[config.mk]
export PLATFORM = sky130hd
export DESIGN_NAME = wts_top
export DESIGN_NICKNAME = d
export VERILOG_FILES = /design/src/source/wts_pkg.sv /design/src/source/wts_mix_accum.sv /design/src/source/wts_phase_gen.sv /design/src/source/wts_slot_sequencer.sv /design/src/source/wts_top.sv /design/src/source/wts_voice_scale.sv /design/src/source/wts_wave_ram.sv
export SDC_FILE = /design/constraint.sdc
export NUM_CORES = 2
export LEC_CHECK = 0
export ABC_AREA = 1
export BUFFER_PORTS_ARGS = -buffer_cell sky130_fd_sc_hd__buf_2
export CORE_ASPECT_RATIO = 1.25
export CORE_MARGIN = 1.5
export CORE_UTILIZATION = 50
export CTS_BUF_LIST = sky130_fd_sc_hd__clkbuf_16
export CTS_CLUSTER_DIAMETER = 150
export DETAILED_ROUTE_END_ITERATION = 8
export GPL_TIMING_DRIVEN = 0
export HOLD_SLACK_MARGIN = 0.08
export PLACE_DENSITY_LB_ADDON = 0.05
export SYNTH_ARGS = -nofsm -noshare
export SYNTH_HDL_FRONTEND = slang
export SYNTH_SLANG_ARGS = --single-unit
export TNS_END_PERCENT = 1
[constraint.sdc]
create_clock -name clk -period 8.1 [get_ports clk]
set_input_delay 0.81 -clock clk [delete_from_list [all_inputs] [get_ports clk]]
set_output_delay 0.81 -clock clk [all_outputs]
set_load 0.01 [all_outputs]
[src/source/wts_pkg.sv]
`default_nettype none

package wts_pkg;

	// ----------------------------------------------------------------------
	// Sizes
	// ----------------------------------------------------------------------

	// Seven voices and the CPU slot fill a 3-bit slot index
	parameter int MAX_VOICES    = 7;
	parameter int SLOT_W        = 3;
	parameter int WAVE_LEN_LOG2 = 5;

	// Wave RAM address is {slot, sample index}
	parameter int RAM_ADDR_W    = SLOT_W + WAVE_LEN_LOG2;
	parameter int SAMPLE_W      = 8;
	parameter int MIX_W         = 12;

	// ----------------------------------------------------------------------
	// Encodings
	// ----------------------------------------------------------------------

	typedef enum logic {
		VOICE = 1'b0,
		CPU   = 1'b1
	} slot_kind_e;

	typedef enum logic [1:0] {
		IDLE  = 2'd0,
		READ  = 2'd1,
		WRITE = 2'd2
	} cpu_op_e;

	// ----------------------------------------------------------------------
	// Bundles
	// ----------------------------------------------------------------------

	// Follows each sample down the pipeline
	typedef struct packed {
		logic              valid;
		slot_kind_e        kind;
		logic [SLOT_W-1:0] slot;
		logic              first;
		logic              last;
	} slot_tag_t;

	// Pan bit 1 feeds the left side, bit 0 the right side
	typedef struct packed {
		logic [3:0]  volume;
		logic [1:0]  pan;
		logic [11:0] freq;
	} voice_cfg_t;

	typedef struct packed {
		cpu_op_e                  op;
		logic [SLOT_W-1:0]        voice;
		logic [WAVE_LEN_LOG2-1:0] index;
		logic [SAMPLE_W-1:0]      wdata;
	} cpu_req_t;

	typedef struct packed {
		logic signed [8:0] left;
		logic signed [8:0] right;
	} stereo_t;

endpackage

`default_nettype wire

[src/source/wts_mix_accum.sv]
`default_nettype none

module wts_mix_accum (
	input  wire                logic clk,
	input  wire                logic nreset,
	input  wts_pkg::slot_tag_t tag_in,
	input  wts_pkg::stereo_t   scaled,
	output logic [wts_pkg::MIX_W-1:0] left_out,
	output logic [wts_pkg::MIX_W-1:0] right_out
);

	localparam logic [wts_pkg::MIX_W-1:0] SILENCE = {1'b1, {(wts_pkg::MIX_W-1){1'b0}}};

	logic signed [wts_pkg::MIX_W-1:0] left_ext;
	logic signed [wts_pkg::MIX_W-1:0] right_ext;
	logic signed [wts_pkg::MIX_W-1:0] left_acc;
	logic signed [wts_pkg::MIX_W-1:0] right_acc;
	logic signed [wts_pkg::MIX_W-1:0] left_sum;
	logic signed [wts_pkg::MIX_W-1:0] right_sum;
	logic                             voice_slot;

	assign voice_slot = tag_in.valid && (tag_in.kind == wts_pkg::VOICE);

	assign left_ext  = wts_pkg::MIX_W'(scaled.left);
	assign right_ext = wts_pkg::MIX_W'(scaled.right);

	// The first voice of a frame starts a fresh sum
	assign left_sum  = (tag_in.first ? '0 : left_acc) + left_ext;
	assign right_sum = (tag_in.first ? '0 : right_acc) + right_ext;

	always_ff @(posedge clk) begin
		if (voice_slot) begin
			left_acc  <= left_sum;
			right_acc <= right_sum;
		end
	end

	// ----------------------------------------------------------------------
	// Offset-binary outputs, updated once per frame
	// ----------------------------------------------------------------------

	always_ff @(posedge clk) begin
		if (!nreset) begin
			left_out  <= SILENCE;
			right_out <= SILENCE;
		end else if (voice_slot && tag_in.last) begin
			left_out  <= {~left_sum[wts_pkg::MIX_W-1], left_sum[wts_pkg::MIX_W-2:0]};
			right_out <= {~right_sum[wts_pkg::MIX_W-1], right_sum[wts_pkg::MIX_W-2:0]};
		end
	end

endmodule

`default_nettype wire

[src/source/wts_phase_gen.sv]
`default_nettype none

module wts_phase_gen #(
	parameter int NUM_VOICES = 6
) (
	input  wire                 logic clk,
	input  wire                 logic nreset,
	input  wts_pkg::slot_tag_t  tag_in,
	input  wire                 logic [NUM_VOICES-1:0] key_on,
	input  wts_pkg::voice_cfg_t [NUM_VOICES-1:0] voice_cfg,
	output wts_pkg::slot_tag_t  tag_out,
	output logic [wts_pkg::RAM_ADDR_W-1:0] ram_addr
);

	logic [wts_pkg::WAVE_LEN_LOG2-1:0] idx [NUM_VOICES];
	logic [11:0]                       cnt [NUM_VOICES];
	logic [NUM_VOICES-1:0]             key_pend;
	logic [NUM_VOICES-1:0]             key_clr;

	logic [wts_pkg::SLOT_W-1:0] v;
	logic                       voice_slot;
	logic                       key_hit;
	wts_pkg::voice_cfg_t        cfg;

	assign v          = tag_in.slot;
	assign voice_slot = tag_in.valid && (tag_in.kind == wts_pkg::VOICE);
	assign cfg        = voice_cfg[v];
	assign key_hit    = key_on[v] | key_pend[v];

	// A key-on pulse may come at any time and waits for its voice slot
	always_comb begin
		key_clr = '0;
		if (voice_slot) begin
			key_clr[v] = 1'b1;
		end
	end

	always_ff @(posedge clk) begin
		if (!nreset) begin
			key_pend <= '0;
		end else begin
			key_pend <= (key_pend | key_on) & ~key_clr;
		end
	end

	// ----------------------------------------------------------------------
	// Sample index and frequency down-counter of the voice in this slot
	// ----------------------------------------------------------------------

	always_ff @(posedge clk) begin
		if (!nreset) begin
			for (int i = 0; i < NUM_VOICES; i++) begin
				idx[i] <= '0;
				cnt[i] <= '0;
			end
		end else if (voice_slot) begin
			if (key_hit) begin
				idx[v] <= '0;
				cnt[v] <= cfg.freq;
			end else if (cfg.freq == '0) begin
				cnt[v] <= '0;
			end else if (cnt[v] <= 12'd1) begin
				cnt[v] <= cfg.freq;
				idx[v] <= idx[v] + 1'b1;
			end else begin
				cnt[v] <= cnt[v] - 1'b1;
			end
		end
	end

	always_ff @(posedge clk) begin
		if (!nreset) begin
			tag_out <= '0;
		end else begin
			tag_out <= tag_in;
		end
	end

	always_ff @(posedge clk) begin
		ram_addr <= {v, key_hit ? '0 : idx[v]};
	end

endmodule

`default_nettype wire

[src/source/wts_slot_sequencer.sv]
`default_nettype none

module wts_slot_sequencer #(
	parameter int NUM_VOICES = 6
) (
	input  wire                logic clk,
	input  wire                logic nreset,
	output wts_pkg::slot_tag_t tag
);

	localparam logic [wts_pkg::SLOT_W-1:0] LAST_VOICE = wts_pkg::SLOT_W'(NUM_VOICES - 1);
	localparam logic [wts_pkg::SLOT_W-1:0] CPU_SLOT   = wts_pkg::SLOT_W'(NUM_VOICES);

	logic [wts_pkg::SLOT_W-1:0] slot_cnt;
	logic                       at_cpu;

	assign at_cpu = (slot_cnt == CPU_SLOT);

	// Frame counter, voices 0 to NUM_VOICES-1 and then the CPU slot
	always_ff @(posedge clk) begin
		if (!nreset) begin
			slot_cnt <= '0;
		end else if (at_cpu) begin
			slot_cnt <= '0;
		end else begin
			slot_cnt <= slot_cnt + 1'b1;
		end
	end

	// ----------------------------------------------------------------------
	// Tag register
	// ----------------------------------------------------------------------

	always_ff @(posedge clk) begin
		if (!nreset) begin
			tag <= '0;
		end else begin
			tag.valid <= 1'b1;
			tag.kind  <= at_cpu ? wts_pkg::CPU : wts_pkg::VOICE;
			tag.slot  <= slot_cnt;
			tag.first <= (slot_cnt == '0);
			// With a single voice the first voice is the last one as well
			tag.last  <= (slot_cnt == LAST_VOICE);
		end
	end

endmodule

`default_nettype wire

[src/source/wts_top.sv]
`default_nettype none

module wts_top #(
	parameter int NUM_VOICES = 6
) (
	input  wire                 logic clk,
	input  wire                 logic nreset,
	input  wire                 logic [NUM_VOICES-1:0] key_on,
	input  wts_pkg::voice_cfg_t [NUM_VOICES-1:0] voice_cfg,
	input  wts_pkg::cpu_req_t   cpu_req,
	output logic                cpu_busy,
	output logic [wts_pkg::SAMPLE_W-1:0] cpu_rdata,
	output logic                cpu_rdata_valid,
	output logic [wts_pkg::MIX_W-1:0] left_out,
	output logic [wts_pkg::MIX_W-1:0] right_out
);

	if (NUM_VOICES < 1 || NUM_VOICES > wts_pkg::MAX_VOICES) begin : g_bad_voices
		$error("NUM_VOICES must lie between 1 and MAX_VOICES");
	end

	wts_pkg::slot_tag_t tag_seq;
	wts_pkg::slot_tag_t tag_ph;
	wts_pkg::slot_tag_t tag_ram;
	wts_pkg::slot_tag_t tag_mix;

	logic [wts_pkg::RAM_ADDR_W-1:0] ram_addr;
	logic [wts_pkg::SAMPLE_W-1:0]   sample;
	wts_pkg::stereo_t               scaled;

	// ----------------------------------------------------------------------
	// Sequencer, phase, RAM, scale and mix, one cycle each
	// ----------------------------------------------------------------------

	wts_slot_sequencer #(.NUM_VOICES(NUM_VOICES)) u_seq (
		.clk    (clk),
		.nreset (nreset),
		.tag    (tag_seq)
	);

	wts_phase_gen #(.NUM_VOICES(NUM_VOICES)) u_phase (
		.clk       (clk),
		.nreset    (nreset),
		.tag_in    (tag_seq),
		.key_on    (key_on),
		.voice_cfg (voice_cfg),
		.tag_out   (tag_ph),
		.ram_addr  (ram_addr)
	);

	wts_wave_ram u_ram (
		.clk             (clk),
		.nreset          (nreset),
		.tag_in          (tag_ph),
		.ram_addr        (ram_addr),
		.cpu_req         (cpu_req),
		.cpu_busy        (cpu_busy),
		.cpu_rdata       (cpu_rdata),
		.cpu_rdata_valid (cpu_rdata_valid),
		.tag_out         (tag_ram),
		.sample          (sample)
	);

	wts_voice_scale #(.NUM_VOICES(NUM_VOICES)) u_scale (
		.clk       (clk),
		.nreset    (nreset),
		.tag_in    (tag_ram),
		.sample    (sample),
		.voice_cfg (voice_cfg),
		.tag_out   (tag_mix),
		.scaled    (scaled)
	);

	wts_mix_accum u_mix (
		.clk       (clk),
		.nreset    (nreset),
		.tag_in    (tag_mix),
		.scaled    (scaled),
		.left_out  (left_out),
		.right_out (right_out)
	);

endmodule

`default_nettype wire

[src/source/wts_voice_scale.sv]
`default_nettype none

module wts_voice_scale #(
	parameter int NUM_VOICES = 6
) (
	input  wire                 logic clk,
	input  wire                 logic nreset,
	input  wts_pkg::slot_tag_t  tag_in,
	input  wire                 logic [wts_pkg::SAMPLE_W-1:0] sample,
	input  wts_pkg::voice_cfg_t [NUM_VOICES-1:0] voice_cfg,
	output wts_pkg::slot_tag_t  tag_out,
	output wts_pkg::stereo_t    scaled
);

	wts_pkg::voice_cfg_t               cfg;
	logic signed [wts_pkg::SAMPLE_W+4:0] prod;
	logic signed [8:0]                 part;
	logic                              voice_slot;

	assign voice_slot = tag_in.valid && (tag_in.kind == wts_pkg::VOICE);
	assign cfg        = voice_cfg[tag_in.slot];

	// Signed sample times unsigned volume, then an arithmetic shift by 4
	assign prod = $signed(sample) * $signed({1'b0, cfg.volume});
	assign part = prod[wts_pkg::SAMPLE_W+4:4];

	always_ff @(posedge clk) begin
		scaled.left  <= (voice_slot && cfg.pan[1]) ? part : '0;
		scaled.right <= (voice_slot && cfg.pan[0]) ? part : '0;
	end

	always_ff @(posedge clk) begin
		if (!nreset) begin
			tag_out <= '0;
		end else begin
			tag_out <= tag_in;
		end
	end

endmodule

`default_nettype wire

[src/source/wts_wave_ram.sv]
`default_nettype none

module wts_wave_ram (
	input  wire                logic clk,
	input  wire                logic nreset,
	input  wts_pkg::slot_tag_t tag_in,
	input  wire                logic [wts_pkg::RAM_ADDR_W-1:0] ram_addr,
	input  wts_pkg::cpu_req_t  cpu_req,
	output logic               cpu_busy,
	output logic [wts_pkg::SAMPLE_W-1:0] cpu_rdata,
	output logic               cpu_rdata_valid,
	output wts_pkg::slot_tag_t tag_out,
	output logic [wts_pkg::SAMPLE_W-1:0] sample
);

	localparam int DEPTH = 2 ** wts_pkg::RAM_ADDR_W;

	logic [wts_pkg::SAMPLE_W-1:0]   mem [DEPTH];
	logic [wts_pkg::SAMPLE_W-1:0]   rd_q;
	logic [wts_pkg::RAM_ADDR_W-1:0] addr;

	wts_pkg::cpu_req_t pend;
	logic              cpu_slot;
	logic              do_cpu;
	logic              do_write;

	// ----------------------------------------------------------------------
	// Pending CPU access
	// ----------------------------------------------------------------------

	assign cpu_busy = (pend.op != wts_pkg::IDLE);
	assign cpu_slot = tag_in.valid && (tag_in.kind == wts_pkg::CPU);
	assign do_cpu   = cpu_slot && cpu_busy;
	assign do_write = do_cpu && (pend.op == wts_pkg::WRITE);

	// Held until the next CPU slot, new requests are dropped meanwhile
	always_ff @(posedge clk) begin
		if (!nreset) begin
			pend <= '0;
		end else if (do_cpu) begin
			pend.op <= wts_pkg::IDLE;
		end else if (!cpu_busy && (cpu_req.op != wts_pkg::IDLE)) begin
			pend <= cpu_req;
		end
	end

	always_ff @(posedge clk) begin
		if (!nreset) begin
			cpu_rdata_valid <= 1'b0;
		end else begin
			cpu_rdata_valid <= do_cpu && (pend.op == wts_pkg::READ);
		end
	end

	// ----------------------------------------------------------------------
	// Single-port array, the CPU owns the port during its slot
	// ----------------------------------------------------------------------

	assign addr = do_cpu ? {pend.voice, pend.index} : ram_addr;

	always_ff @(posedge clk) begin
		if (do_write) begin
			mem[addr] <= pend.wdata;
		end
		rd_q <= mem[addr];
	end

	always_ff @(posedge clk) begin
		if (!nreset) begin
			tag_out <= '0;
		end else begin
			tag_out <= tag_in;
		end
	end

	// One read register serves the voices and the CPU
	assign sample    = rd_q;
	assign cpu_rdata = rd_q;

endmodule

`default_nettype wire
; ---- Word-level counts from Yosys, hierarchy flattened
; Memories as Yosys holds them, arrays and structs flattened. A register that Yosys moved wholly into a read port is not among the register bits.
; Index checks and enable logic that the tools add are counted.
[op_classes]
n_addsub = 5
n_mul = 1
n_lt_le_gt_ge = 4
eq_ne = 4
muxes = 52
bitwise_logic = 15
n_reduce_logical = 22
[ops]
columns = cell, n
row1 = binary-select mux 18 bit (select 3 bit), 2
row2 = 2-to-1 mux 12 bit, 7
row3 = 2-to-1 mux 1 bit, 30
row4 = adder 12 bit, 2
row5 = 2-to-1 mux 18 bit, 1
row6 = multiplier 8 x 5 -> 13 bit, 1
row7 = <= comparator 12 x 1 -> 1 bit (second input constant), 1
row8 = logical AND 1 bit, 12
row9 = logical NOT 12 bit, 1
row10 = 2-to-1 mux 3 bit, 4
row11 = OR reduction 12 bit, 1
row12 = subtractor 12 x 1 -> 12 bit (second input constant), 1
row13 = 2-to-1 mux 5 bit, 2
row14 = less-than comparator 3 x 4 -> 1 bit (second input constant), 2
row15 = 2-to-1 mux 8 bit, 1
row16 = 2-to-1 mux 7 bit, 1
row17 = NOT 1 bit, 7
row18 = bitwise AND 6 bit, 1
row19 = binary-select mux 1 bit (select 3 bit), 2
row20 = equality test 3 bit (second input constant), 2
row21 = 2-to-1 mux 6 bit, 1
row22 = NOT 6 bit, 1
row23 = bitwise OR 6 bit, 1
row24 = adder 5 x 1 -> 5 bit (second input constant), 1
row25 = other kinds (12), 18
[word_totals]
ff_bits = 127
mem_bits_rw = 2150
in_bits = 134
out_inout_bits = 34
wordCells = 140
memories = 3
[mem_list]
columns = name, depth, width, read_ports, rd_clocked_by_memory_dff, write_ports, line_no
row1 = u_ram.mem, 256, 8, 1, 1, 1, wts_wave_ram.sv:18  ; logic [wts_pkg::SAMPLE_W-1:0] mem [DEPTH];
row2 = u_phase.cnt, 6, 12, 1, 1, 6, wts_phase_gen.sv:16  ; logic [11:0] cnt [NUM_VOICES];
row3 = u_phase.idx, 6, 5, 1, 1, 6, wts_phase_gen.sv:15  ; logic [wts_pkg::WAVE_LEN_LOG2-1:0] idx [NUM_VOICES];

; ---- Logic depth before layout (Yosys ltp)
[logic_depth]
depth_word = 13
mapped_depth = 24
mapped_depth_nobuf = 22

; ---- Cells and area by module
; From an unflattened synthesis, not the netlist that was laid out.
[hier_totals]
cells_unflattened = 10335
hier_area_um2 = 101693.8
[modules_own_cells]
columns = mod, instances, cells_each, area_each_um2, seq_area_each_um2
row1 = wts_wave_ram, 1, 8485, 87412.6, 62179.6
row2 = wts_phase_gen, 1, 1045, 8498.2, 4504.3
row3 = wts_mix_accum, 1, 445, 3156.8, 1201.2
row4 = wts_voice_scale, 1, 321, 2277.2, 500.5
row5 = wts_slot_sequencer, 1, 39, 349.1, 200.2

; ---- Worst setup path before layout
; Ideal clock, no wire load.
[synth_path]
kind = register -> register
start = register u_ram.pend[0] (netlist bit)
end = memory u_ram.mem[0][0] (netlist bit), data pin
setup_ns = 0.856
arrival_ns = 3.398
t_required_ns = 7.244
path_slack_ns = 3.847
stages_incl_launch_ff = 1
path_buffers = 0
period_less_slack_ns = 4.253
path_cell_list = dfxtp_1
[synth_rtl]
columns = element, line_no
row1 = from (decl), wts_wave_ram.sv:22  ; wts_pkg::cpu_req_t pend;
row2 = from (signal assigned), wts_wave_ram.sv:43  ; pend <= cpu_req;
row3 = to (decl), wts_wave_ram.sv:18
; Straight into the memory's write port.

; ---- Worst setup path after layout
[layout_path]
start = register u_phase.tag_out[6] (netlist bit)
end = memory u_ram.mem[212][4] (netlist bit), enable pin
[layout_via]
elab_chain_len = 5
word_cells_on_any_way = 6
classes_between = mux (3) / reduce/logical (3)
[layout_rtl]
columns = element, line_no
row1 = from (decl), wts_phase_gen.sv:11  ; output wts_pkg::slot_tag_t tag_out,
row2 = from (signal assigned), wts_phase_gen.sv:75  ; tag_out <= tag_in;
row3 = logical AND 1 bit *, wts_wave_ram.sv:32  ; assign cpu_slot = tag_in.valid && (tag_in.kind == wts_pkg::CPU);
row4 = logical AND 1 bit *, wts_wave_ram.sv:33  ; assign do_cpu = cpu_slot && cpu_busy;
row5 = logical AND 1 bit, wts_wave_ram.sv:34  ; assign do_write = do_cpu && (pend.op == wts_pkg::WRITE);
row6 = 2-to-1 mux 1 bit, wts_wave_ram.sv:62  ; if (do_write) begin
row7 = 2-to-1 mux 1 bit (implied by the code), wts_wave_ram.sv:63  ; mem[addr] <= pend.wdata;
; Mark *: on every way between the ends. The rest lies on a longest branch, timed or not.

==> results_dict.tcl <==
set metrics [dict create \
    power.leakage_nw 46.69 \
    wl_per_cell_um 24.22 \
    initialDrtViolationCount 6385 \
    wl_mm 319.0 \
    final_antenna_net_count 0 \
    cts_tree "built" \
    rows 183 \
    drive_gt1_share_pct 8.127 \
    syn-instance-count 9941 \
    ff2ff_setup_slack_ns 2.39 \
    grt_usage_pct 31.33 \
    yosysTopAreaCellShare_pct 66.45 \
    finalWorstSetupSlack_ns 2.387 \
    violations "max-capacitance violations, max-slew violations" \
    start_util_pct 50.26 \
    hp-class "primary input to flip-flop" \
    power_density_nw_per_um2 249.8 \
    area_delta_synth_final_pct 12.37 \
    ctsResizeCount 0 \
    p_total_w 0.02801 \
    hold_viol 0 \
    cts_num_sinks 2319 \
    grt_overflow 0 \
    core_area_um2 198500 \
    cp.arrival_ns 6.24 \
    io_buffers 167 \
    synthTopCellsByCount "5308 x nand2_1, 2208 x edfxtp_1, 667 x nor2_1, 392 x nand3_1, 262 x buf_2" \
    synth_ff_type "edfxtp_1" \
    h-tree-depth 4 \
    dpl.hpwl_mm 227.0 \
    yosys.area.top_type "edfxtp_1" \
    grt_pass1_vias 68630 \
    drcViolationCount 0 \
    crit_path_max_fanout 10 \
    timing.slew.headroom_pct -3.591 \
    r2r_cells 10 \
    hold_buffers 1 \
    ys_seq_area_share_pct 68.68 \
    placed_cells 12741 \
    yosysUniqueCellTypes 48 \
    yosysWarnings 0 \
    pin_count 168 \
    drtPass1Iterations 6 \
    synth_top_cells_by_area "edfxtp_1 66%, nand2_1 20%, nor2_1 2.5%" \
    setup_violations 0 \
    r2r_start "u_phase.tag_out[6]" \
    min_period_ns 5.713 \
    netlist_area_um2 99780 \
    grt_max_degree 70 \
    timing.final.crit_share_pct 70.53 \
    post_cts_buffers 0 \
    instances_no_fill 13171 \
    preCtsSetupSlack_ns 2.403 \
    rsz0062_at_grt "no" \
    syn_area_per_cell_um2 10.04 \
    die_w_um 402.6 \
    cts.clk_slew.worst_paths_ns 0.06 \
    clk_latency_ns 0.89 \
    clock-root-buffer "clkbuf_16" \
    dr_total_vias 70350 \
    die_y_um 502.5 \
    slew_violations 11 \
    final.setup_skew_ns 0.04521 \
    endpoint_kind "flip-flop" \
    setup.worst_path.start "u_phase.tag_out[6]" \
    grt_pass1_wl_mm 454.6 \
    place_congestion 0.9955 \
    nFillCells 17276 \
    fin_nets 10582 \
    cp-endpoint "u_ram.mem[212][4]" \
    cts_buffers 225 \
    place_area_um2 104800 \
    avgViaCountPerCell 5.341 \
    cts_max_path_buffers 3 \
    ys_ff_latch 2319 \
    maxCapViolCount 1 \
    outcome "complete, but fails checks" \
    antenna_found_initial 16 \
    tightest_slew_ns 1.554 \
    fin_area_um2 112100 \
    crit_path_start_kind "flip-flop" \
    hold_depth 3 \
    fmax_mhz 175.0 \
    synth.most_common_cell "nand2_1" \
    async_flop_share_pct 0 \
    die_area_um2 202300 \
    critical_path_required_ns 8.62 \
    crit_type "flip-flop to flip-flop" \
    r2r_end "u_ram.mem[212][4]" \
    synth_edf_count 2208 \
    ir_worst_vdd_v 0.0002337 \
    tns_ns 0 \
]
cell usage in the layout, fill, tap and decap left out, types with 8 or more instances in the layout:
cell type	count
nor2_2	10
o21ai_1	17
fa_1	18
xor2_1	24
buf_16	31
nand4_1	17
nor3_2	8
buf_1	38
nand2_1	5308
clkinv_2	45
clkinv_1	47
xnor2_1	17
clkbuf_16	228
bufinv_16	20
inv_2	17
conb_1	10
clkbuf_1	199
dfxtp_4	8
o21bai_1	17
clkinvlp_4	10
nor2_1	666
edfxtp_1	2208
a22o_1	15
o21ai_0	225
diode_2	11
a21oi_1	39
dfxtp_1	103
nand3_1	392
ha_1	51
inv_1	249
nor3_1	12
buf_2	429
buf_4	10
o22ai_1	12
worst min-delay path by stage:
stage / startpoint / to / slack [ns]
2_1_floorplan: u_seq.tag[2] / u_phase.ram_addr[5] / 0.33
3_3_place_gp: u_seq.tag[3] / u_phase.ram_addr[6] / 0.34
3_5_place_dp: u_seq.tag[3] / u_phase.ram_addr[6] / 0.33
4_1_cts: key_on[0] / u_phase.key_pend[0] / 0.10
5_1_grt: key_on[2] / u_phase.key_pend[2] / 0.14
6_report: key_on[2] / u_phase.key_pend[2] / 0.15
stage by stage:
step	utilization, %	hold slack [ns]
after floorplan	-	0.3258
after global placement	52.33	0.3360
after detailed placement	52.80	0.3315
after CTS	56.47	0.1024
after global routing	56.47	0.1420
final	56.48	0.1530
worst max-delay path, stage by stage (launching register included):
cell,delay [ns]
dfxtp_1,0.33
nand2_1,0.11
nor2_2,0.32
or2_2,0.17
o21ai_1,0.17
nor2_1,0.73
clkbuf_1,1.19
buf_2,0.41
nand2_1,0.50
buf_2,0.62
nor2_1,0.73
layout make-up:
type	instances	area, µm²	area share [%]
sequential	2319	68560	61.14
clock buffer	228	5705	5.089
tap	2590	3241	2.890
multi-input combinational	6902	28190	25.14
inverter	215	807.0	0.7198
clock inverter	190	1558	1.389
buffer	514	2305	2.056
antenna	11	27.53	0.02455
timing repair buffer	202	1733	1.546
logic make-up (layout without fill, tap and decap cells):
logic type | Yosys count | after routing | share of synthesized area, %
simple gates | 6434 | 6434 | 24.92
flops | 2319 | 2319 | 68.68
buf+inv | 729 | 1349 | 3.114
compound gates | 348 | 348 | 1.929
fa+ha+maj | 69 | 69 | 1.001
xor+xnor | 41 | 41 | 0.3599
other cells | 1 | 21 | 0.003758
routing by layer:
layer  part of all wire [%]  vias to the layer above  track usage (%)
li1                       -                    33465                -
met2                     49                     2617            53.68
met4                    7.8                        6            21.21
met3                    6.4                      702            4.575
met5                  0.014                        -                0
met1                     37                    33560            36.62
registers in the layout, summed over array words and instances (netlist names):
name,flops
u_ram.pend,18
u_phase.key_pend,6
u_seq.tag,7
u_phase.idx,40
u_ram.mem,2048
u_mix.right_out,12
u_ram.tag_out,7
u_mix.right_acc,12
u_mix.left_acc,12
u_phase.ram_addr,8
u_ram.cpu_rdata,8
u_ram.cpu_rdata_valid,1
u_phase.cnt,96
u_mix.left_out,12
u_scale.scaled,18
u_phase.tag_out,7
u_scale.tag_out,4
u_seq.slot_cnt,3
power breakdown:
part	switching [W]	internal, W
registers	0.000105	0.0134
logic	0.00314	0.00103
clock network	0.00460	0.00575
(Power assumes the default switching activity.)
